### src/design/conv_pkg.sv
package conv_pkg;

	// layer geometry
	localparam int IMG_SIZE = 6;
	localparam int KSIZE = 3;
	localparam int OUT_SIZE = IMG_SIZE - KSIZE + 1;
	localparam int NUM_UNITS = 2;

	localparam int PIX_W = 16; // pixels and weights, signed
	localparam int ACC_W = 32; // results wrap here

	localparam int OUT_CREDITS = 4;

	localparam int KTAPS = KSIZE * KSIZE;
	localparam int LINE_LEN = (KSIZE - 1) * IMG_SIZE + KSIZE; // two rows plus three taps

	// counter widths
	localparam int POS_W = $clog2(IMG_SIZE);
	localparam int CRED_W = $clog2(OUT_CREDITS + 1);
	localparam int RES_W = $clog2(OUT_SIZE * OUT_SIZE);

	typedef enum logic [1:0] {
		st_idle,
		st_load,
		st_stream,
		st_drain
	} ctrl_state_t;

endpackage

### src/design/host_pkg.sv
package host_pkg;

	typedef enum logic [1:0] {
		op_nop,
		op_write_param,
		op_start
	} host_op_t;

	// parameter memory map
	localparam int PARAM_ADDR_W = 5;
	localparam int PARAM_WORDS = 32;
	localparam int UNIT_STRIDE = 16; // one block per unit
	localparam int BIAS_OFFSET = 9; // weights sit at 0..8, row-major

	// offset field of an address within a unit block
	localparam int SLOT_W = $clog2(UNIT_STRIDE);

endpackage

### src/design/param_memory.sv
`timescale 1ns/1ns

module param_memory (
	input  logic clk,
	input  logic we,
	input  logic re,
	input  logic [host_pkg::PARAM_ADDR_W-1:0] addr,
	input  logic signed [conv_pkg::PIX_W-1:0] wdata,
	output logic signed [conv_pkg::PIX_W-1:0] rdata
);
	import conv_pkg::*;
	import host_pkg::*;

	logic signed [PIX_W-1:0] mem [PARAM_WORDS];

	always_ff @(posedge clk) begin
		if (we)
			mem[addr] <= wdata;
		if (re)
			rdata <= mem[addr]; // registered read
	end

endmodule

### config.mk
export PLATFORM = sky130hd
export DESIGN_NAME = param_memory
export DESIGN_NICKNAME = d
export VERILOG_FILES = /design/src/design/conv_pkg.sv /design/src/design/host_pkg.sv /design/src/design/param_memory.sv
export SDC_FILE = /design/constraint.sdc
export NUM_CORES = 1
export LEC_CHECK = 0
export ABC_AREA = 1
export ABC_CLOCK_PERIOD_IN_PS = 4100
export CAP_MARGIN = 20
export CORE_MARGIN = 2
export CORE_UTILIZATION = 40
export CTS_CLUSTER_SIZE = 14
export DETAILED_ROUTE_END_ITERATION = 12
export DONT_BUFFER_PORTS = 1
export SLEW_MARGIN = 20
export SYNTH_ARGS = -nofsm -noshare
export SYNTH_HDL_FRONTEND = slang
export SYNTH_SLANG_ARGS = --single-unit
### constraint.sdc
create_clock -name clk -period 4.1 [get_ports clk]
set_input_delay 0.82 -clock clk [delete_from_list [all_inputs] [get_ports clk]]
set_output_delay 0.82 -clock clk [all_outputs]
set_load 0.005 [all_outputs]
Word-level counts from Yosys, hierarchy flattened
Memories as Yosys holds them, arrays and structs flattened. A register that Yosys moved wholly into a read port is not among the register bits.
Index checks and enable logic that the tools add are counted.
{"block": "totals", "input_bits": 24, "output_inout_bits": 16, "word_cells": 3, "memories": 1, "ram_bits": 512, "register_bits": 0}
{"name": "mem", "depth": 32, "width": 16, "rd": 1, "rd_clocked_by_memory_dff": 1, "wr": 1, "line_no": "param_memory.sv:14", "rtl": "logic signed [PIX_W-1:0] mem [PARAM_WORDS];"}
{"block": "op_classes", "n_mux": 2}
{"cell": "$mux W1", "n": 2}

Longest topological paths before layout
{"block": "logic_depth", "word_depth": 2, "ltp_mapped": 12, "mapped_depth_nobuf": 9}

Worst setup path before layout
OpenSTA, ideal clock, no wires.
{"block": "synth_timing", "kind": "input -> register", "from": "input port addr[0] (netlist name)", "to": "memory mem[14][0], enable pin", "arrival_time_ns": 2.256, "setup_ns": 0.388, "required_ns": 3.712, "n_path_buf": 3, "cell_stages": 6, "path_slack_ns": 1.456, "path_cell_list": "buf_4 > inv_4 > buf_4 > buf_6 > nand3_1 > nor2_1"}
{"item": "start: declaration", "line_no": "param_memory.sv:7", "rtl": "input logic [host_pkg::PARAM_ADDR_W-1:0] addr,"}
{"item": "end: declaration", "line_no": "param_memory.sv:14"}
Straight into the memory's write port.

==> impl_metrics.csv <==
group,metric,value,unit
run_status,status,"finished clean",
worst_setup_path,end_kind,"register",
timing,finClkSkew,0.0139,ns
synthesis,synth_flop_cell,"edfxtp_1",
clock_tree,cts_setup_buffers,0,
pwr,p_int,0.00883,W
timing,finalHoldViolations,0,
detailed_routing,dr.pass1.iters,5,
placement,placed_cells,2722,
final_layout,multi_input_area,5510,sq um
clock_tree,clock_sink_count,528,
final_layout,drive_above_1_share,5.77,%
synthesis,ys_top_cells_by_count,"1360 x nand2_1, 528 x edfxtp_1, 64 x nor2_1",
detailed_routing,vias_per_cell,4.94,
timing,finalCritPeriodShare,73.1,%
timing,final-setup-viol-count,0,
synthesis,netlist_area,22100,sq um
synthesis,synth_edf_count,528,
final_layout,instances_no_fill,2818,
worst_setup_path,crit_type,"primary input to register",
grt,grt_overflow,0,
floorplan,core,54900,sq um
timing,setup_slack,1.10,ns
detailed_routing,drc,0,
timing,rsz0062_at_grt,"no",
detailed_routing,drt_iter0_drc,1135,
clock_tree,root_buffer,"clkbuf_16",
synthesis,ys_ff_latch,528,
final_layout,layout.nets,2097,
timing,relSlewSlack,26.0,%
timing,holdWs,0.314,ns
pwr,p_total,0.0111,W
synthesis,syn_area_per_cell,10.7,sq um
clock_tree,htree_levels,2,
timing,final.setup.tns,0,ns
synthesis,syn_nets,2098,
clock_tree,cts.reportedPaths.clkPinSlew,0.06,ns
pwr,netSwitchingPower,0.00232,W
grt,grt_pass1_wl,81.8,mm
timing,finalWorstPathRequiredPeriod,3.00,ns
clock_tree,clockBufferDepth,3,
floorplan,core.rowCount,86,
synthesis,yosysWarningCount,0,
worst_setup_path,worst_path_largest_cell_delay,0.64,ns
worst_setup_path,crit_slowest_cell,"inv_8",
detailed_routing,antenna_left,0,
placement,dpl_worst_slack,1.10,ns
pwr,powerDensity,459,nW/um^2
job,cap_violations,0,
worst_setup_path,arrival,3.46,ns
synthesis,synth_top_area_share,71.7,%
synthesis,yosys-top-cells-area,"edfxtp_1 72%, nand2_1 23%, buf_6 1.5%",
clock_tree,tritoncts,"done",
synthesis,synthCells,2074,
clock_tree,cts_buffers,53,
hold_path,holdCritStartpoint,"wdata[0]",
pwr,max-vdd-ir-drop,0.324,mV
pwr,power_leakage,9.93,nW
pwr,p_comb_share,3.9,%
final_layout,regArea,15900,sq um
grt,track_usage,19.2,%
placement,dp_hpwl,29.0,mm
timing,drv_slew,0,
grt,grt_antenna_before_repair,1,
synthesis,ys_types,13,
detailed_routing,num_vias,13900,
worst_setup_path,r2r_slack,2.57,ns
floorplan,ios,40,
floorplan,dieArea,57100,sq um
worst_setup_path,worstPathMaxFanout,259,
worst_setup_path,cpMostUsedCell,"nand2_1",
synthesis,async_flop_share,0,%
detailed_routing,wl_per_cell,19.3,microns
final_layout,nFillCells,5119,
timing,tightest_slew,1.11,ns
floorplan,chipWidth,239,microns
final_layout,area_growth,9.88,%
pwr,p_sw_share,20.8,%
detailed_routing,wirelength,54.3,mm
worst_setup_path,cp_cell_sequence,"inv_8 -> buf_12 -> nand2_1 -> nand2_1 -> nand2_1 -> nand2_1 -> nand2_1 -> nand2_1 -> nor2_1 -> nand2_1",
grt,grt_pass1_vias,13500,
worst_setup_path,crit_path_start_kind,"primary input",
placement,gp_congestion,0.827,
synthesis,yosysTopAreaCell,"edfxtp_1",
placement,place.port_buffers,0,
clock_tree,postCtsResizedCells,0,
grt,grt_max_degree,260,
worst_setup_path,required,4.56,ns
timing,max_freq,333,MHz
floorplan,die_h,239,microns
synthesis,yosysMostFrequentCell,"nand2_1",
floorplan,initial_core_util,40.3,%
worst_setup_path,reg2reg_from,"mem[24][14]$_DFFE_PP_",
clock_tree,hold_buffers,0,
synthesis,ys_seq_area_share,71.7,%
pwr,pwr-share-clk,41.7,%
pwr,pwr-share-seq,54.4,%
clock_tree,clock_latency,0.60,ns
worst_setup_path,crit_start,"addr[0]",
hold_path,hp-class,"primary input to register",
-- final cells by class --
type / instances / area share [%]
flip-flops and latches: 528 / 65.3
multi-input cells: 1436 / 22.7
clock buffers: 64 / 5.81
well taps: 704 / 3.63
repair buffers: 41 / 1.37
clock inverters: 31 / 0.963
inverters: 13 / 0.263
diodes: 1 / 0.0103
-- registers in the layout (all words and copies together), names as in the netlist --
register  flops
mem         512
rdata        16
-- layer usage --
metal  track usage, %  vias up  wire length [microns]
met2             31.1      407                  25500
met3             3.37       93                   3590
li1                 -     6723                      -
met1             25.9     6682                  23400
met4             6.95        2                   1770
met5                0        -                     12
-- power by group through the flow --
| stage | Clock (W) | Sequential, W | Combinational, W |
|---|---|---|---|
| 5_1_grt | 0.00492 | 0.00606 | 0.000501 |
| 6_report | 0.00465 | 0.00606 | 0.000439 |
| 3_3_place_gp | 0 | 0.00617 | 0.000438 |
| 4_1_cts | 0.00472 | 0.00606 | 0.000443 |
| 3_5_place_dp | 0 | 0.00617 | 0.000441 |
| 2_1_floorplan | 0 | 0.00616 | 0.000399 |
-- critical path, delay by kind of cell --
kind | cells | cell delay (ns)
buffers and inverters | 2 | 1.17
AND/OR/NAND/NOR | 8 | 0.79
-- per-stage QoR --
step / util, % / cell area, sq um
after floorplan: - / 22100
after detailed placement: 41.3 / 22600
after global placement: 41.3 / 22600
after global routing: 44.2 / 24300
final: 44.3 / 24300
after CTS: 44.2 / 24300
-- placed cells by master, fill, tap and decap left out, types with 2 or more instances in the layout --
master	count
nand3_1	2
edfxtp_1	528
nand3_2	2
bufinv_16	4
inv_1	8
nor2_1	64
buf_4	39
buf_12	2
clkinv_2	6
inv_4	3
clkbuf_16	55
clkbuf_1	9
nand2_1	1360
nor3_4	8
clkinv_1	20
-- kinds of logic (layout without fill, tap and decap cells) --
| kind of cell | count (synthesis) | after routing | synth area share, % |
|---|---|---|---|
| flip-flops | 528 | 528 | 71.7 |
| other | 0 | 1 | 0 |
| buffers and inverters | 110 | 149 | 3.35 |
| AND/OR/NAND/NOR | 1436 | 1436 | 24.9 |
-- path summary, 6_finish.rpt --
path | endpoint | depth (start not counted)
hold / removal | mem[27][0]$_DFFE_PP_ | 0
setup reg to reg | rdata[14]$_DFFE_PP_ | 8
hold reg to reg | rdata[11]$_DFFE_PP_ | 8
setup / recovery | rdata[15]$_DFFE_PP_ | 10
No activity file was read; power rests on OpenSTA's default activity.
