===== config.mk =====
export PLATFORM = sky130hd
export DESIGN_NAME = window_buffer
export DESIGN_NICKNAME = d
export VERILOG_FILES = /design/src/design/conv_pkg.sv /design/src/design/window_buffer.sv
export SDC_FILE = /design/constraint.sdc
export NUM_CORES = 1
export LEC_CHECK = 0
export ABC_AREA = 1
export BUFFER_PORTS_ARGS = -buffer_cell sky130_fd_sc_hd__buf_2
export CORE_MARGIN = 8
export CORE_UTILIZATION = 25
export CTS_CLUSTER_SIZE = 28
export DETAILED_ROUTE_END_ITERATION = 16
export MAX_ROUTING_LAYER = met4
export PLACE_DENSITY = 0.45
export REMOVE_ABC_BUFFERS = 1
export SYNTH_ARGS = -nofsm -noshare
export SYNTH_HDL_FRONTEND = slang
export SYNTH_SLANG_ARGS = --single-unit

===== constraint.sdc =====
create_clock -name clk -period 1.5 [get_ports clk]
set_input_delay 0.3 -clock clk [delete_from_list [all_inputs] [get_ports clk]]
set_output_delay 0.3 -clock clk [all_outputs]
set_load 0.01 [all_outputs]

===== src/design/conv_pkg.sv =====
package conv_pkg;

	// layer geometry
	localparam int IMG_SIZE = 6;
	localparam int KSIZE = 3;
	localparam int OUT_SIZE = IMG_SIZE - KSIZE + 1;
	localparam int NUM_UNITS = 2;

	localparam int PIX_W = 16; // pixels and weights, signed
	localparam int ACC_W = 32; // results wrap here

	localparam int OUT_CREDITS = 4;

	localparam int KTAPS = KSIZE * KSIZE;
	localparam int LINE_LEN = (KSIZE - 1) * IMG_SIZE + KSIZE; // two rows plus three taps

	// counter widths
	localparam int POS_W = $clog2(IMG_SIZE);
	localparam int CRED_W = $clog2(OUT_CREDITS + 1);
	localparam int RES_W = $clog2(OUT_SIZE * OUT_SIZE);

	typedef enum logic [1:0] {
		st_idle,
		st_load,
		st_stream,
		st_drain
	} ctrl_state_t;

endpackage


===== src/design/window_buffer.sv =====
`timescale 1ns/1ns

module window_buffer (
	input  logic clk,
	input  logic rst_n,
	input  logic shift_en,
	input  logic signed [conv_pkg::PIX_W-1:0] pix_data,
	input  logic win_valid,
	output logic signed [conv_pkg::PIX_W-1:0] window [conv_pkg::KTAPS],
	output logic win_out_valid
);
	import conv_pkg::*;

	// taps[0] holds the newest pixel
	logic signed [PIX_W-1:0] taps [LINE_LEN];

	always_ff @(posedge clk) begin
		if (shift_en) begin
			taps[0] <= pix_data;
			for (int i = 1; i < LINE_LEN; i++) begin
				taps[i] <= taps[i-1];
			end
		end
	end

	// newest pixel is the bottom right corner of the window
	always_ff @(posedge clk) begin
		for (int r = 0; r < KSIZE; r++) begin
			for (int c = 0; c < KSIZE; c++) begin
				window[r*KSIZE + c] <= taps[(KSIZE-1-r)*IMG_SIZE + (KSIZE-1-c)];
			end
		end
	end

	always_ff @(posedge clk) begin
		if (!rst_n)
			win_out_valid <= 1'b0;
		else
			win_out_valid <= win_valid; // flag rides with the window
	end

endmodule


* After elaboration in Yosys (flattened, before gate mapping)
Memory sizes are Yosys's and may differ from the RTL's. A register that Yosys moved wholly into a read port is not among the register bits. Cells that the tools add are included.
Storage, ports and cells: memory bits (writable) 240, memories 1, register bits 129
Cells by class: muxes and demuxes 2
Memories:
- taps | depth 15, width 16, rd ports 15, clocked after memory_dff 1, wr ports 15, RTL line window_buffer.sv:15 | logic signed [PIX_W-1:0] taps [LINE_LEN];
Operator list (number):
- 1-bit two-way mux | 2

* Logic depth before layout (Yosys ltp)
Gate-level depths: netlist (run 1).
word-level depth 2, mapped depth 2, gate-level depth less buffers 2

* Least setup slack after synthesis (run 1)
No wires, ideal clock.
path kind flip-flop to output port, start point register win_out_valid, end point output win_out_valid, slack 869 ps, cell stages (with the launch flop) 1, data arrival time 331 ps, cells stage by stage dfxtp_1
RTL lines:
- start: declaration | RTL line window_buffer.sv:10 | output logic win_out_valid
- start signal: assignment | RTL line window_buffer.sv:39 | win_out_valid <= win_valid;
No word-level cell between the ends.

* Final worst setup path (run 1)
start point register window[53] (netlist name), read port of taps, end point output window[53] (netlist name)
RTL lines:
- start: declaration | RTL line window_buffer.sv:9 | output logic signed [conv_pkg::PIX_W-1:0] window [conv_pkg::KTAPS],
No word-level cell between the ends.

==> results of run 1 <==
## flip-flops by register name, summed over array words and instances, names as in the netlist
signal and cells:
win_out_valid 1, window 144, taps 240
## power by group through the flow
stage	clock network [W]	registers, W	logic [W]
global route	0.0105	0.0122	0.000641
floorplan	0	0.0124	0.000000927
finish	0.00963	0.0121	0.000590
detailed placement	0	0.0124	0.000574
global placement	0	0.0123	0.000565
CTS	0.0100	0.0121	0.000612
## Yosys cell counts, drive strengths merged
master / count
nand2: 1
edfxtp: 240
dfxtp: 145
inv: 1
## logic make-up (layout without fill, tap and decap cells)
| logic type | after synthesis | count (layout) | synth area share |
|---|---|---|---|
| buffers and inverters | 1 | 267 | 0.000371 |
| flip-flops | 385 | 385 | 0.999 |
| AND/OR/NAND/NOR | 1 | 1 | 0.000371 |
## layout make-up
cell class | count | area (µm²) | share of cell area
inverters | 1 | 3.75 | 0.000283
repair buffers | 195 | 1150 | 0.0865
multi-input cells | 1 | 3.75 | 0.000283
well taps | 525 | 657 | 0.0496
flip-flops and latches | 385 | 10100 | 0.763
clock buffers | 59 | 1240 | 0.0933
clock inverters | 12 | 88.8 | 0.00671
## layout by cell type (no fill, tap or decap), types with 2 or more instances in the layout
cell / count
sky130_fd_sc_hd__buf_12: 3
sky130_fd_sc_hd__buf_2: 163
sky130_fd_sc_hd__buf_4: 10
sky130_fd_sc_hd__clkbuf_1: 6
sky130_fd_sc_hd__clkbuf_16: 43
sky130_fd_sc_hd__clkbuf_8: 10
sky130_fd_sc_hd__clkinv_1: 3
sky130_fd_sc_hd__clkinv_2: 6
sky130_fd_sc_hd__clkinv_4: 2
sky130_fd_sc_hd__dfxtp_1: 145
sky130_fd_sc_hd__dlygate4sd3_1: 18
sky130_fd_sc_hd__edfxtp_1: 240
## timing repair
action,in CTS,in global routing
gates resized for setup,0,0
hold buffers,18,0
hold endpoints to repair,17,0
## layer usage
metal | wire length [µm] | track usage | vias to the layer above
met5 | 0 | - | -
met4 | 540 | 0.0340 | 0
met3 | 1290 | 0.0322 | 41
met2 | 7560 | 0.105 | 135
met1 | 7090 | 0.0804 | 1957
li1 | - | - | 1919
## path summary, 6_finish.rpt
kind	from	end	slack (ns)
setup / recovery	window[53]	window[53]	0.17
hold / removal	shift_en	taps[0][3]	0.18
setup reg to reg	taps[4][5]	taps[5][5]	0.74
hold reg to reg	taps[14][3]	window[131]	0.34
## metrics by stage
stage                     worst slack (ns)  power, W  hold WS (ns)  instance area (µm²)
final                                0.171    0.0224         0.176                13200
after global routing                0.0738    0.0233         0.155                13200
after CTS                           0.0706    0.0228         0.148                13200
after detailed placement             0.244    0.0129         0.327                11700
after global placement               0.270    0.0129         0.325                11700
after floorplan                      0.869    0.0124         0.323                10100
==> impl_summary.md, run 1 <==
Critical path
The largest fanout on the critical path is 1. The worst setup path is launched from a flop. The biggest cell delay along the critical path is 0.36 ns. The instance count on the critical path is 1. The standard cell with the maximum stage delay on the critical path is sky130_fd_sc_hd__dfxtp_1. The category of the worst setup path capture point is an output pin.

For the worst setup path, the data required time is 1.20 ns. The number of cells on the worst reg-to-reg path is 0. The type of the worst setup path is reg2out. The signal on the critical path passes through buf_2.

The arrival time reported for the critical path endpoint is 1.03 ns. The buffering stage count on the worst path with inverters included is 1. The family with the most delay on the worst path is flip-flops.

Yosys
After synthesis the netlist holds a flip-flop and latch count of 385. The fraction of the yosys area taken by sequential cells is 0.999. The most area-hungry cell type in the Yosys netlist is sky130_fd_sc_hd__edfxtp_1. By area the synthesized netlist is led by sky130_fd_sc_hd__edfxtp_1, sky130_fd_sc_hd__dfxtp_1, sky130_fd_sc_hd__inv_1.

The average footprint of a synthesized cell is 26.1 µm². The post-synthesis cell area is 0.0101 mm². Of the post-synthesis cell area, the dominant cell type holds 0.712. The number of warnings issued by yosys is 0. The netlist uses 4 different library cells. After technology mapping, the gate count stands at 387.

STA
The number of setup violations in the final report is 0. Setup repair after global routing left no endpoint under its margin. The fraction of the cycle the final worst path needs is 0.886. The fmax is 752 MHz.

The final count of hold timing violations was 0. In this run the tightest slew margin relative to its limit is 0.769. The final count of pins violating max slew is 0. After layout, the minimum clock period comes to 1.33 ns. For the pin with the worst max-slew slack, the measured transition is 0.346 ns. The final setup skew is 0.00818 ns. The setup TNS after final layout is 0 ns.

Global route
The initial antenna violation count was 0. The maximum number of pins on one net before global-route repair is 44. The first global-routing pass estimated 25.1 mm of wire.

The aggregate global-route resource usage is 0.0706. The total overflow left after global routing is 0. The via count of the first global-routing pass is 4401.

Floorplan
The die covers 0.0472 mm². The horizontal extent of the die is 217 µm. The core region is 0.0398 mm². Row generation in the floorplan step produced 73 rows. The top-level port count is 165. The starting utilization of the core area is 0.254.

From bottom edge to top edge, the die measures 217 µm.

Pwr
The internal cell power is 0.0180 W. Of the total power, registers draw 0.543. Of the total power, the clock network draws 0.431. Dividing total power by cell area gives a power density of 1690 mW/mm².

Of the total power, combinational logic draws 0.026. The analysis attributes to cell leakage a power of 5.04 nW. The maximum resistive drop on vdd is 0.701 mV.

Of the total power, the share spent switching nets is 0.194. The analysis attributes to net switching a power of 0.00433 W.

Detailed routing
The average via count per standard cell is 3.44. The first-pass iteration count of the detailed router is 4. The detailed-route DRC error count is 0. The via count is 4052. The initial DRC count is 182. The number of routed nets with antenna violations is 0. The average wire per cell in the routed design is 14.0 µm. Summed over all layers, the routed wires come to 16.5 mm.

Final layout
Once layout is complete, the utilization of the core stands at 0.333. The layout has 3822 filler cells. The number of antenna diodes in the final layout is 0.

The count of non-filler cells in the finished layout is 1178. Relative to the synthesized area, the layout overhead comes to 30.9%. In the final design database the tool counted 644 nets. In the final layout, the share of cells above drive strength 1 is 0.366.

Placement
The final estimated routing congestion in global placement is 0.672. Counting tap cells, the placed design contains a total of 1089 instances. In this run the tool buffered the top-level ports with 164 buffer cells. Detailed placement ended at an HPWL of 10.4 mm.

Clock tree
Buffers inserted during clock tree synthesis total 40. The clock passes through at most 3 buffers. The clock tree from TritonCTS is done. The number of post-CTS setup repair buffers is 0.

The clock input transition at the sequential cells of the worst setup and hold paths is 0.06 ns. The clock tree root buffer cell is sky130_fd_sc_hd__clkbuf_16. The clock reaches the later pin of the worst-skew pair after 0.53 ns.

The maximum level of the CTS H-tree is 2. The tree built by TritonCTS fans out to 385 sinks.

Worst hold path
The type of the most critical hold path is in2reg. The worst hold path stage count is 1.

Outcome
The flow ran to the end, and the final reports show no timing, DRC or antenna violations.

Run
The number of max-cap violations is 0.
(Power assumes the default switching activity.)
==> run 2: changes to the inputs <==
HOLD_SLACK_MARGIN = 0.1   (was unset)
PLACE_DENSITY = unset   (was 0.45)
==> impl_summary.md, run 2 (synthesized netlist as in run 1, its figures left out) <==
Outcome
The run finished with clean final reports.

STA
Setup violations remaining at the end of the flow were counted as 0. Hold timing on the final database bottoms out at a slack of 0.338 ns. The final setup skew is 0.0120 ns. The final count of hold timing violations is 0.

The final count of pins violating max slew is 0. Setup repair after global routing left no endpoint under its margin. The final worst slack is 0.169 ns. Headroom to the max-slew limit came out at 0.758. For this run, the top clock speed supported by timing is 751 MHz.

At the pin with the least slew margin, the transition time is 0.363 ns. After routing, the total negative slack on setup checks comes to 0 ns. Dividing the final minimum period by the clock period gives 0.887.

The time the final worst path needs with I/O delays and setup is 1.33 ns.

Final layout
At the end of the flow, the number of nets in the layout was 655. The library cell used most frequently in the layout, excluding fill and tap cells, is sky130_fd_sc_hd__edfxtp_1. The largest registers in the layout are taps: 240 flops, window: 144 flops, win_out_valid: 1 flops.

Leaving out fill and tap cells, the most frequent cells in the layout are sky130_fd_sc_hd__edfxtp_1, sky130_fd_sc_hd__buf_2, sky130_fd_sc_hd__dfxtp_1, sky130_fd_sc_hd__clkbuf_16. The count of inserted antenna diode cells is 0. The fill cell total of the finished layout is 3810. At the end of the flow the core is filled with cells to 0.334. More flip-flops sit in one register than any other, and that register is taps. Across the whole layout, storage elements account for 0.0101 mm². The combined area of the multi-input logic cells is 3.75 µm².

Relative to the synthesized area, the layout overhead comes to 31.5%. The register with the most flip-flops in the layout has 240 of them. Of the cells placed in the final design, the portion with a size suffix greater than 1 is 0.379.

Critical path
On the critical path the largest part of the delay comes from flip-flops. The reg-to-reg critical path startpoint is taps[7][7]. In this run the register-to-register setup slack is 0.75 ns. The largest fanout on the critical path is 1. Traced cell by cell, the critical path runs through buf_2. Together, buffers and inverters on the worst path number 1.

The critical path starts at window[65]. The worst setup path is launched from a flop. STA classifies the critical path endpoint as an output pin. The standard cell with the maximum stage delay on the critical path is sky130_fd_sc_hd__dfxtp_1. The required time at the endpoint of the critical path is 1.20 ns. The biggest cell delay along the critical path is 0.35 ns.

Counting cells, the worst reg-to-reg path comes to 0. For the worst setup path, the data arrival time is 1.03 ns. The critical path is of the reg2out type. The endpoint identified for the worst register-to-register timing path is taps[8][7].

Run
The number of max-cap violations is 0.

Global route
Across every metal layer, demand over resource in global routing totals 0.0673. The via count of the first global-routing pass is 4405. The initial antenna violation count is 0.

The first-pass GRT wire length is 24.0 mm. The aggregate global routing overflow is 0. Entering global routing, the biggest net connects 65 pins.

Floorplan
The total die area is 0.0472 mm². The floorplan step set the die width to 217 µm. The top-level port count is 165.

The die outline height is 217 µm. Row generation in the floorplan step produced 73 rows. The starting utilization of the core area is 0.254.

The core region is 0.0398 mm².

Pwr
In this run the static leakage power is 5.07 nW. For this design the ratio of total power to cell area is 1670 mW/mm². The maximum resistive drop on vdd is 0.923 mV.

Clock tree
The total clock sinks is 385. The total clock buffers created by CTS is 40. Post-CTS repair changed the size of 0 cells. The number of post-CTS setup repair buffers is 0. At the later pin of the worst-skew pair, clock insertion delay measures 0.54 ns.

The maximum level of the CTS H-tree is 2. The tree is rooted in a sky130_fd_sc_hd__clkbuf_16. The largest buffer count on any clock path is 3.

TritonCTS built the clock tree. The clock input transition at the sequential cells of the worst setup and hold paths is 0.06 ns.

Detailed routing
For this block, the routed nets add up to 15.9 mm of wire. In the final routed layout, each cell accounts on average for 13.4 µm. The detailed router finished its first iteration with 175 violations. The first-pass iteration count of the detailed router is 4. The count of nets left with antenna violations once routing finished came out at 0. The via count is 4136. The average via count per standard cell is 3.47. The detailed-route DRC error count is 0.

Worst hold path
The critical hold path startpoint is taps[14][3]. The worst hold path passes through 0 cells. The worst hold path terminates at window[131]. The type of the most critical hold path is reg2reg.

Placement
OpenSTA, run right after detailed placement, puts the worst setup slack at 0.290 ns. The final estimated routing congestion in global placement is 0.663. Input and output buffers added on the ports amount to 164. The HPWL after detailed placement is 9.97 mm.
[run 2: worst max-delay path by stage]
stage / to / depth (start not counted) / slack (ns)
after floorplan: win_out_valid / 0 / 0.87
after detailed placement: taps[14][15] / 3 / 0.29
final: window[65] / 1 / 0.17
after CTS: window[73] / 1 / 0.09
after global placement: taps[14][12] / 3 / 0.31
after global routing: window[37] / 1 / 0.1
[run 2: power breakdown]
group	total (W)	leakage, nW	internal (W)	switching [W]
combinational	0.000611	0.866	0.000253	0.000358
clock	0.00945	0.632	0.00543	0.00402
sequential	0.0121	3.57	0.0119	0.000211
[run 2: metrics by stage]
step	instances	instance area, µm²	total power [W]
3_5_place_dp	1099	11800	0.0130
6_report	1192	13300	0.0222
3_3_place_gp	1099	11800	0.0129
5_1_grt	1192	13300	0.0231
4_1_cts	1192	13300	0.0226
2_1_floorplan	387	10100	0.0124
[run 2: final cells by class]
type / instances / share of cell area
Clock buffer: 48 / 0.0815
Tap cell: 525 / 0.0494
Timing Repair Buffer: 206 / 0.0935
Sequential cell: 385 / 0.760
Inverter: 1 / 0.000282
Multi-Input combinational cell: 1 / 0.000282
Clock inverter: 26 / 0.0150
[run 2: what timing repair did]
item                                   in CTS  in global routing
setup endpoints to repair                   0                  0
endpoints found under the hold margin      23                  0
hold buffers                               19                  0
[run 2: layer usage]
metal / part of all wire / GRT usage / vias to the layer above / wire, µm
met1: 0.43 / 0.0776 / 1983 / 6840
met2: 0.44 / 0.0961 / 156 / 7010
met3: 0.096 / 0.0312 / 44 / 1530
met5: 0 / - / - / 0
met4: 0.034 / 0.0372 / 0 / 546
li1: - / - / 1953 / -
