`config.mk`:
```
export PLATFORM = sky130hd
export DESIGN_NAME = param_arbiter
export DESIGN_NICKNAME = d
export VERILOG_FILES = /design/src/design/conv_pkg.sv /design/src/design/host_pkg.sv /design/src/design/param_arbiter.sv
export SDC_FILE = /design/constraint.sdc
export NUM_CORES = 1
export LEC_CHECK = 0
export BUFFER_PORTS_ARGS = -buffer_cell sky130_fd_sc_hd__buf_4
export CORE_AREA = 2 2 39 41
export CTS_BUF_LIST = sky130_fd_sc_hd__clkbuf_8 sky130_fd_sc_hd__clkbuf_16
export DETAILED_ROUTE_END_ITERATION = 8
export DIE_AREA = 0 0 41 43
export MAX_ROUTING_LAYER = met4
export PLACE_DENSITY = 0.68
export SYNTH_ARGS = -nofsm -noshare
export SYNTH_HDL_FRONTEND = slang
export SYNTH_SLANG_ARGS = --single-unit
```
`constraint.sdc`:
```
create_clock -name clk -period 0.85 [get_ports clk]
set_input_delay 0.085 -clock clk [delete_from_list [all_inputs] [get_ports clk]]
set_output_delay 0.085 -clock clk [all_outputs]
set_load 0.01 [all_outputs]
```
`src/design/conv_pkg.sv`:
```
package conv_pkg;

	// layer geometry
	localparam int IMG_SIZE = 6;
	localparam int KSIZE = 3;
	localparam int OUT_SIZE = IMG_SIZE - KSIZE + 1;
	localparam int NUM_UNITS = 2;

	localparam int PIX_W = 16; // pixels and weights, signed
	localparam int ACC_W = 32; // results wrap here

	localparam int OUT_CREDITS = 4;

	localparam int KTAPS = KSIZE * KSIZE;
	localparam int LINE_LEN = (KSIZE - 1) * IMG_SIZE + KSIZE; // two rows plus three taps

	// counter widths
	localparam int POS_W = $clog2(IMG_SIZE);
	localparam int CRED_W = $clog2(OUT_CREDITS + 1);
	localparam int RES_W = $clog2(OUT_SIZE * OUT_SIZE);

	typedef enum logic [1:0] {
		st_idle,
		st_load,
		st_stream,
		st_drain
	} ctrl_state_t;

endpackage

```
`src/design/host_pkg.sv`:
```
package host_pkg;

	typedef enum logic [1:0] {
		op_nop,
		op_write_param,
		op_start
	} host_op_t;

	// parameter memory map
	localparam int PARAM_ADDR_W = 5;
	localparam int PARAM_WORDS = 32;
	localparam int UNIT_STRIDE = 16; // one block per unit
	localparam int BIAS_OFFSET = 9; // weights sit at 0..8, row-major

	// offset field of an address within a unit block
	localparam int SLOT_W = $clog2(UNIT_STRIDE);

endpackage

```
`src/design/param_arbiter.sv`:
```
`timescale 1ns/1ns

module param_arbiter (
	input  logic clk,
	input  logic rst_n,
	input  logic host_valid,
	input  host_pkg::host_op_t host_op,
	input  logic [host_pkg::PARAM_ADDR_W-1:0] host_addr,
	input  logic signed [conv_pkg::PIX_W-1:0] host_data,
	output logic host_ready,
	input  logic start_ok,
	input  logic ld_req,
	input  logic [host_pkg::PARAM_ADDR_W-1:0] ld_addr,
	output logic ld_gnt,
	output logic mem_we,
	output logic [host_pkg::PARAM_ADDR_W-1:0] mem_addr,
	output logic signed [conv_pkg::PIX_W-1:0] mem_wdata,
	output logic mem_re,
	output logic rd_pending
);
	import host_pkg::*;

	logic host_write;

	// start waits for an idle controller, everything else goes straight through
	assign host_ready = (host_op == op_start) ? start_ok : 1'b1;
	assign host_write = host_valid && (host_op == op_write_param);

	assign ld_gnt = ld_req && !host_write; // host first
	assign mem_we = host_write;
	assign mem_re = ld_gnt;
	assign mem_addr = host_write ? host_addr : ld_addr;
	assign mem_wdata = host_data;

	always_ff @(posedge clk) begin
		if (!rst_n)
			rd_pending <= 1'b0;
		else
			rd_pending <= ld_gnt;
	end

endmodule

```
Word-level counts from Yosys, hierarchy flattened

Index checks and enable logic that the tools add are counted.

Register bits: 1
Output and inout port bits: 26
Input port bits: 33
Logic and storage cells: 8

Muxes and demuxes: 2
Equality and inequality tests: 2
Reduce and logical (&&, ||, !) cells: 3

Operators by type and width:

| operator                                                        | number |
|---|---|
| 5-bit two-way mux                                               | 1 |
| 2-bit by 1-bit == test with 1-bit output, second input constant | 1 |
| 2-bit == test, second input constant                            | 1 |
| 1-bit logical AND                                               | 2 |
| 1-bit zero test                                                 | 1 |
| 1-bit two-way mux                                               | 1 |

Longest topological paths before layout

Gate-level depths: netlist (run 1).

Depth after elaboration: 4
Depth in mapped cells: 3
Depth with buffers taken out: 2

Worst setup path after synthesis (run 1)

Ideal clock, no wire load.

Path kind: input to output
From: input host_op[1]
To: output mem_re
Required time: 0.765 ns
Path slack: 0.098 ns
Data arrival time: 0.667 ns
Buffers on the path: 1
Stages: 3
Path through: nand3b_4 -> and2_2 -> buf_4

Word-level cells in the longest chain between the ends: 4

Ends and longest elaborated chain:

| element                                  | RTL line            | source |
|---|---|---|
| start, declared                          | param_arbiter.sv:7  | `input host_pkg::host_op_t host_op,` |
| 2-bit by 1-bit == test with 1-bit output | param_arbiter.sv:27 | `assign host_write = host_valid && (host_op == op_write_param);` |
| 1-bit logical AND                        | param_arbiter.sv:27 |  |
| 1-bit zero test                          | param_arbiter.sv:29 | `assign ld_gnt = ld_req && !host_write;` |
| 1-bit logical AND                        | param_arbiter.sv:29 |  |
| end, declared                            | param_arbiter.sv:18 | `output logic mem_re,` |

No other way between the ends.

Worst setup path in the final report (run 1)

From: input host_op[1]
To: output mem_addr[2] (netlist name)

Word-level cells in the longest chain between the ends: 3

Ends and longest elaborated chain:

| element                                  | RTL line            | source |
|---|---|---|
| 2-bit by 1-bit == test with 1-bit output | param_arbiter.sv:27 |  |
| 1-bit logical AND                        | param_arbiter.sv:27 |  |
| 5-bit two-way mux                        | param_arbiter.sv:32 | `assign mem_addr = host_write ? host_addr : ld_addr;` |
| end, declared                            | param_arbiter.sv:16 | `output logic [host_pkg::PARAM_ADDR_W-1:0] mem_addr,` |

No other way between the ends.

==> results of run 1 <==
critical path: stages:
cell	delay [ps]
buf_6	90
nand3b_4	210
mux2_4	330
buf_6	120
kinds of logic (layout without fill, tap and decap cells):
kind of cell	Yosys count	count (layout)	share of synthesized area, %
buffers and inverters	18	28	48.8
multiplexers	5	5	27.9
AND/OR/NAND/NOR	5	5	15.8
flip-flops	1	1	7.44
Yosys cell counts:
cell      count  share of area, %
buf_4        17                47
mux2_4        5                28
and2_2        1               2.8
and3_2        1               2.8
dfxtp_1       1               7.4
inv_1         1               1.4
nand2_1       1               1.4
nand3b_4      1               7.4
nor2_1        1               1.4
power breakdown:
| part | switching, W | total, W | internal, W |
|---|---|---|---|
| Sequential | 0.000000632 | 0.0000512 | 0.0000506 |
| Combinational | 0.0000558 | 0.000185 | 0.000129 |
| Clock | 0 | 0 | 0 |
| Total | 0.0000565 | 0.000236 | 0.000179 |
cells in the final DEF (no fill, tap or decap), drive strengths merged:
cell type / instances
dfxtp: 1
buf: 27
mux2: 5
and3: 1
nor2: 1
and2: 1
nand3b: 1
nand2: 1
inv: 1
per-layer routing:
metal  share of wire (%)  global-route usage (%)  vias to the layer above
met5                   0                       -                        -
met2                  46                    9.06                       28
met1                  26                    4.75                       82
met3                  27                    2.09                        2
li1                    -                       -                       97
met4                 1.1                   0.667                        0
final cells by class:
| type | instances | area (um2) |
|---|---|---|
| repair buffers | 27 | 225 |
| flip-flops and latches | 1 | 20.0 |
| inverters | 1 | 3.75 |
| fillers | 149 | 997 |
| multi-input cells | 10 | 118 |
| well taps | 16 | 20.0 |
per-stage QoR:
step           std cells  worst slack, ps  hold WS [ps]  instance area [um2]
2_1_floorplan         29             97.9           236                  269
3_3_place_gp          54             -122           170                  357
3_5_place_dp          54             -128           170                  357
4_1_cts               54            -90.5           170                  379
5_1_grt               55             -104           170                  387
6_report              55            -78.4           170                  387
worst min-delay path by stage:
stage | start | endpoint | slack [ps] | cells after the start
global placement | host_data[10] | mem_wdata[10] | 170 | 0
global route | host_data[1] | mem_wdata[1] | 170 | 0
finish | host_data[1] | mem_wdata[1] | 170 | 0
CTS | host_data[10] | mem_wdata[10] | 170 | 0
detailed placement | host_data[10] | mem_wdata[10] | 170 | 0
floorplan | host_op[1] | host_ready | 240 | 1
repair_timing:
| item | CTS | global route |
|---|---|---|
| setup buffers | 0 | 1 |
| pin swaps | 0 | 0 |
| resized for setup | 6 | 0 |
| setup endpoints to repair | 7 | 7 |
==> qor.yml, run 1 <==
num_antenna_cells: 0
largest_reg_flops: 1
synth_cell_types: 9
end_kind: "output pin"
fmax_ghz: 1.08
wl_per_cell_um: 9.73
top_register: "rd_pending"
min_period_ps: 928
holdCritPathClass: "input port to output pin"
die_area_um2: 1760
fin_ws_ps: -78.4
hold_buffers: 0
drtIter0Drc: 0
violations: "negative setup slack"
postSynthAreaPerCell_um2: 9.28
final_nets: 74
path_max_fanout: 8
total_power_w: 0.000236
grt_overflow_total: 0
p_per_area_nw_per_um2: 610
crit_path_start: "host_op[1]"
max_slew_margin_pct: 90.4
synthCells: 29
grt_pass1_wl_um: 648
period_share_pct: 109
hold_viol: 0
area_growth_pct: 43.7
grt_pass1_vias: 178
ys_warn_count: 0
slew_viol_final: 0
fin_tns_setup_ps: -385
vias: 209
core_um2: 1380
path_class: "input port to output pin"
worst_slew_pin_slew_ps: 144
die_h_um: 43
critPathCapture: "mem_addr[2]"
grt_max_degree: 9
routabilityCongestion: 0.565
critPathLaunchType: "input port"
syn_area_um2: 269
grt_usage_pct: 5.02
initial_core_util_pct: 19.4
first_pass_iters: 1
status: "complete, but fails checks"
synth-seq-area-share_pct: 7.44
grt_antenna_before_repair: 0
drive_gt1_share_pct: 89.7
port_buffers: 26
ys_ff_latch: 1
p_leak_nw: 0.228
drt-total-wl_um: 535
core.rowCount: 14
fp.dieW_um: 41
final-setup-viol-count: 6
vdd_drop_max_mv: 0.151
rsz0062_at_grt: "true"
worstPathRequired_ps: 760
dp_hpwl_um: 495
cap_violations: 0
utilization_pct: 27.9
syn_nets: 62
critPathArrivalTime_ps: 840
routed_via_density: 3.80
num_io_pins: 59
drt_drc_violations_left: 0
drtAntennaViolNets: 0
reg_top3: "rd_pending x1"
Note: power is estimated with default switching activity, not from simulation.
==> run 2, diff against run 1 <==
RECOVER_POWER = 100   (was not set)
==> run 2 against run 1 <==
Effect of this change:
- the flow still finishes with violations (negative setup slack)
- power decreased by 2.2%
- critical path depth unchanged
- sequential share of layout area increased by 0.16 points
- first-iteration DRC count unchanged
- via count unchanged
- utilization decreased by 0.81 points
- setup slack unchanged
- maximum frequency unchanged
- global-route usage unchanged
- design area decreased by 2.9%
==> qor.yml, run 2 (synthesis gave the netlist of run 1 again) <==
routed_via_density: 3.80  # unchanged
cap_violations: 0  # unchanged
grt_max_degree: 9  # unchanged
slew_viol_final: 0  # unchanged
drive_gt1_share_pct: 82.1  # was 89.7%
hold_viol: 0  # unchanged
first_pass_iters: 1  # unchanged
use_met3_pct: 2.09  # unchanged
fillers: 155  # was 149
final_common_cell: "buf_4"  # unchanged
vias: 209  # unchanged
hold_buffers: 0  # unchanged
core_um2: 1380  # unchanged
reg_top3: "rd_pending x1"  # unchanged
grt_antenna_before_repair: 0  # unchanged
num_io_pins: 59  # unchanged
p_per_area_nw_per_um2: 615  # was 610 nW/um2
fp.dieW_um: 41  # unchanged
wl_per_cell_um: 9.75  # was 9.73 um
multi_input_area_um2: 118  # unchanged
grt_pass1_wl_um: 648  # unchanged
area_growth_pct: 39.5  # was 43.7%
min_period_ps: 928  # unchanged
max_slew_margin_pct: 90.4  # unchanged
mostFrequentLayoutCells: "18 x buf_4, 6 x buf_6, 5 x mux2_4"  # was 21 x buf_4, 6 x buf_6, 5 x mux2_4
period_share_pct: 109  # unchanged
dp_hpwl_um: 495  # unchanged
dp_slack_ps: -128  # unchanged
drt-total-wl_um: 536  # was 535 um
grt_usage_pct: 5.02  # unchanged
grtUsageMet2_pct: 9.06  # unchanged
fmax_ghz: 1.08  # unchanged
port_buffers: 26  # unchanged
grt.met1_usage_pct: 4.75  # unchanged
rsz0062_at_grt: "true"  # unchanged
grt_pass1_vias: 178  # unchanged
holdCritPathClass: "input port to output pin"  # unchanged
largest_reg_flops: 1  # unchanged
vdd_drop_max_mv: 0.151  # about the same
worst_slew_pin_slew_ps: 144  # unchanged
initial_core_util_pct: 19.4  # unchanged
critPathArrivalTime_ps: 840  # about the same
post_layout_nonfiller_instances: 55  # unchanged
num_antenna_cells: 0  # unchanged
fin_tns_setup_ps: -385  # about the same
status: "complete, but fails checks"  # unchanged
crit_path_max_incr_delay_ps: 330  # about the same
path_max_fanout: 8  # unchanged
drtIter0Drc: 0  # unchanged
p_leak_nw: 0.217  # was 0.228 nW
final_nets: 74  # unchanged
core.rowCount: 14  # unchanged
top_usage_layer: "met2"  # unchanged
drt_drc_violations_left: 0  # unchanged
final-setup-viol-count: 6  # unchanged
die_area_um2: 1760  # unchanged
place_inst: 54  # unchanged
end_kind: "output pin"  # unchanged
utilization_pct: 27.1  # was 27.9%
routabilityCongestion: 0.565  # unchanged
path_class: "input port to output pin"  # unchanged
grt_overflow_total: 0  # unchanged
violations: "negative setup slack"  # unchanged
drtAntennaViolNets: 0  # unchanged
worstPathRequired_ps: 760  # about the same
top_register: "rd_pending"  # unchanged
seq_area_um2: 20.0  # unchanged
slowest_stage: "mux2_4"  # unchanged
cp_cell_sequence: "buf_6 > nand3b_4 > mux2_4 > buf_6"  # unchanged
die_h_um: 43  # unchanged
critPathLaunchType: "input port"  # unchanged
crit_top_cell: "buf_6"  # unchanged
fin_ws_ps: -78.4  # unchanged
==> run 2: cell types whose count changed in the layout (fill, tap and decap cells not counted), sizes merged <==
cell / previous run / this run
clkbuf: 0 / 3
buf: 27 / 24
==> run 2: cell type report <==
class                      count  area share [%]
timing repair buffer          27            57.0
multi-input combinational     10            31.3
tap                           16            5.33
inverter                       1            1.00
sequential                     1            5.33
==> run 2: path summary, 6_finish.rpt <==
check | from | endpoint | cells past startpoint
setup / recovery | host_op[1] | mem_addr[2] | 4
hold / removal | host_data[1] | mem_wdata[1] | 0
==> run 2: power by group <==
part / switching [W] / total, W / internal [W]
combinational: 0.0000558 / 0.000180 / 0.000124
clock: 0 / 0 / 0
sequential: 0.000000533 / 0.0000511 / 0.0000506
total: 0.0000563 / 0.000231 / 0.000174
==> run 2: metal layers <==
layer  vias up  share of wire, %
met2        28                45
met3         2                27
met1        82                26
met4         0               1.1
li1         97                 -
met5         -                 0
==> run 2: metrics by stage <==
step | total power [W] | hold WS (ps) | cell area (um2)
finish | 0.000231 | 170 | 375
floorplan | 0.000195 | 236 | 269
global route | 0.000244 | 170 | 375
global placement | 0.000220 | 170 | 357
detailed placement | 0.000221 | 170 | 357
CTS | 0.000235 | 170 | 379
==> run 2: critical path: cells and delay by family <==
kind / cells / cell delay (ps)
multiplexers: 1 / 330
AND/OR/NAND/NOR: 1 / 210
buffers and inverters: 2 / 210
==> run 2: timing repair <==
action / CTS / global route
resized for setup: 6 / 0
setup buffers: 0 / 1
endpoints found under the setup margin: 7 / 7
endpoints found under the hold margin: 0 / 0
==> run 3, diff against run 2 <==
--- a/constraint.sdc
+++ b/constraint.sdc
@@ -3,2 +3,2 @@
 set_output_delay 0.085 -clock clk [all_outputs]
-set_load 0.01 [all_outputs]
+set_load 0.1 [all_outputs]
==> run 3 against run 2 <==
Effect of this change:
- the run still ends with negative setup slack left
- sequential cell count is the same
- power grew 120%
- via count grew 3.8%
- cell count grew 1.8%
- combinational power grew to 2.6 times the previous value
- critical path depth is the same
- utilization grew 7.7 points
- sequential power grew 1%
- first-iteration DRC count is the same
- design area grew 28%
- critical path type unchanged
- largest power group unchanged
==> qor.yml, run 3 (synthesis gave the netlist of run 1 again) <==
status: "complete, but fails checks"  # unchanged
violations: "negative setup slack"  # unchanged
grt_pass1_vias: 239  # was 178
final_common_cell: "buf_4"  # unchanged
worstPathRequired_ps: 760  # about the same
grt_max_degree: 9  # unchanged
core.rowCount: 14  # unchanged
final-setup-viol-count: 8  # was 6
first_pass_iters: 1  # unchanged
drtAntennaViolNets: 0  # unchanged
num_io_pins: 59  # unchanged
holdPathStages: 0  # unchanged
largest_reg_flops: 1  # unchanged
path_max_fanout: 8  # unchanged
max_slew_margin_pct: 80.0  # was 90.4%
fp.dieW_um: 41  # unchanged
p_leak_nw: 0.254  # was 0.217 nW
grt_usage_pct: 6.97  # was 5.02%
grt_antenna_before_repair: 0  # unchanged
drive_gt1_share_pct: 95.0  # was 82.1%
cap_violations: 0  # unchanged
grt_overflow_total: 0  # unchanged
period_share_pct: 117  # was 109%
path_class: "input port to output pin"  # unchanged
fillers: 143  # was 155
drt-total-wl_um: 557  # was 536 um
min_period_ps: 993  # was 928 ps
fin_ws_ps: -143  # was -78.4 ps
drtIter0Drc: 0  # unchanged
vdd_drop_max_mv: 0.301  # was 0.151 mV
grt_pass1_wl_um: 917  # was 648 um
die_area_um2: 1760  # unchanged
area_growth_pct: 79.1  # was 39.5%
rsz0062_at_grt: "true"  # unchanged
wl_per_cell_um: 9.95  # was 9.75 um
fmax_ghz: 1.01  # was 1.08 GHz
die_h_um: 43  # unchanged
holdCritPathClass: "input port to output pin"  # unchanged
drt_drc_violations_left: 0  # unchanged
critPathArrivalTime_ps: 910  # was 840 ps
vias: 217  # was 209
reg_top3: "rd_pending x1"  # unchanged
critPathLaunchType: "input port"  # unchanged
initial_core_util_pct: 19.4  # unchanged
mostFrequentLayoutCells: "17 x buf_4, 8 x buf_12, 5 x mux2_4"  # was 18 x buf_4, 6 x buf_6, 5 x mux2_4
num_antenna_cells: 0  # unchanged
routabilityCongestion: 0.546  # was 0.565
slew_viol_final: 0  # unchanged
routed_via_density: 3.88  # was 3.80
hold_ws_ps: 170  # about the same
port_buffers: 26  # unchanged
final_nets: 75  # was 74
hold_buffers: 0  # unchanged
worst_slew_pin_slew_ps: 302  # was 144 ps
p_per_area_nw_per_um2: 1070  # was 615 nW/um2
fin_tns_setup_ps: -782  # was -385 ps
end_kind: "output pin"  # unchanged
dp_slack_ps: -232  # was -128 ps
hold_viol: 0  # unchanged
top_register: "rd_pending"  # unchanged
core_um2: 1380  # unchanged
run 3: repair_timing:
item,CTS,global route
pin swaps,1,1
setup buffers,1,0
endpoints found under the setup margin,8,8
gates cloned,0,0
gates resized for setup,25,0
run 3: worst max-delay path, stage by stage:
cell and delay [ps]:
buf_6 90, nand3b_4 220, mux2_4 350, buf_12 170
run 3: layer usage:
metal / track usage, % / part of all wire (%)
met5: - / 0
met2: 11.6 / 49
met4: 3.33 / 3.8
met1: 6.67 / 28
met3: 2.62 / 19
run 3: final timing paths:
| path | slack [ps] | start | to |
|---|---|---|---|
| worst max-delay path | -140 | host_op[1] | mem_addr[3] |
| worst min-delay path | 170 | host_data[0] | mem_wdata[0] |
run 3: cell type report:
cell class              count  area, um2  share of cell area (%)
repair buffers             28        314                    65.2
multi-input cells          10        119                    24.7
flip-flops and latches      1       21.3                    4.42
well taps                  16       20.0                    4.16
inverters                   1       7.51                    1.56
run 3: report_power, final:
group	leakage (nW)	internal [W]	switching, W	total, W
Sequential	0.00860	0.0000511	0.000000508	0.0000516
Combinational	0.245	0.000190	0.000273	0.000462
Clock	0	0	0	0
Total	0.254	0.000241	0.000273	0.000514
run 3: through the flow:
step / utilization (%) / total power, W / cells / instance area (um2)
floorplan: - / 0.000688 / 29 / 279
global placement: 26.8 / 0.000432 / 55 / 370
detailed placement: 26.8 / 0.000434 / 55 / 370
CTS: 34.8 / 0.000518 / 56 / 482
global route: 34.8 / 0.000531 / 56 / 482
finish: 34.8 / 0.000514 / 56 / 482
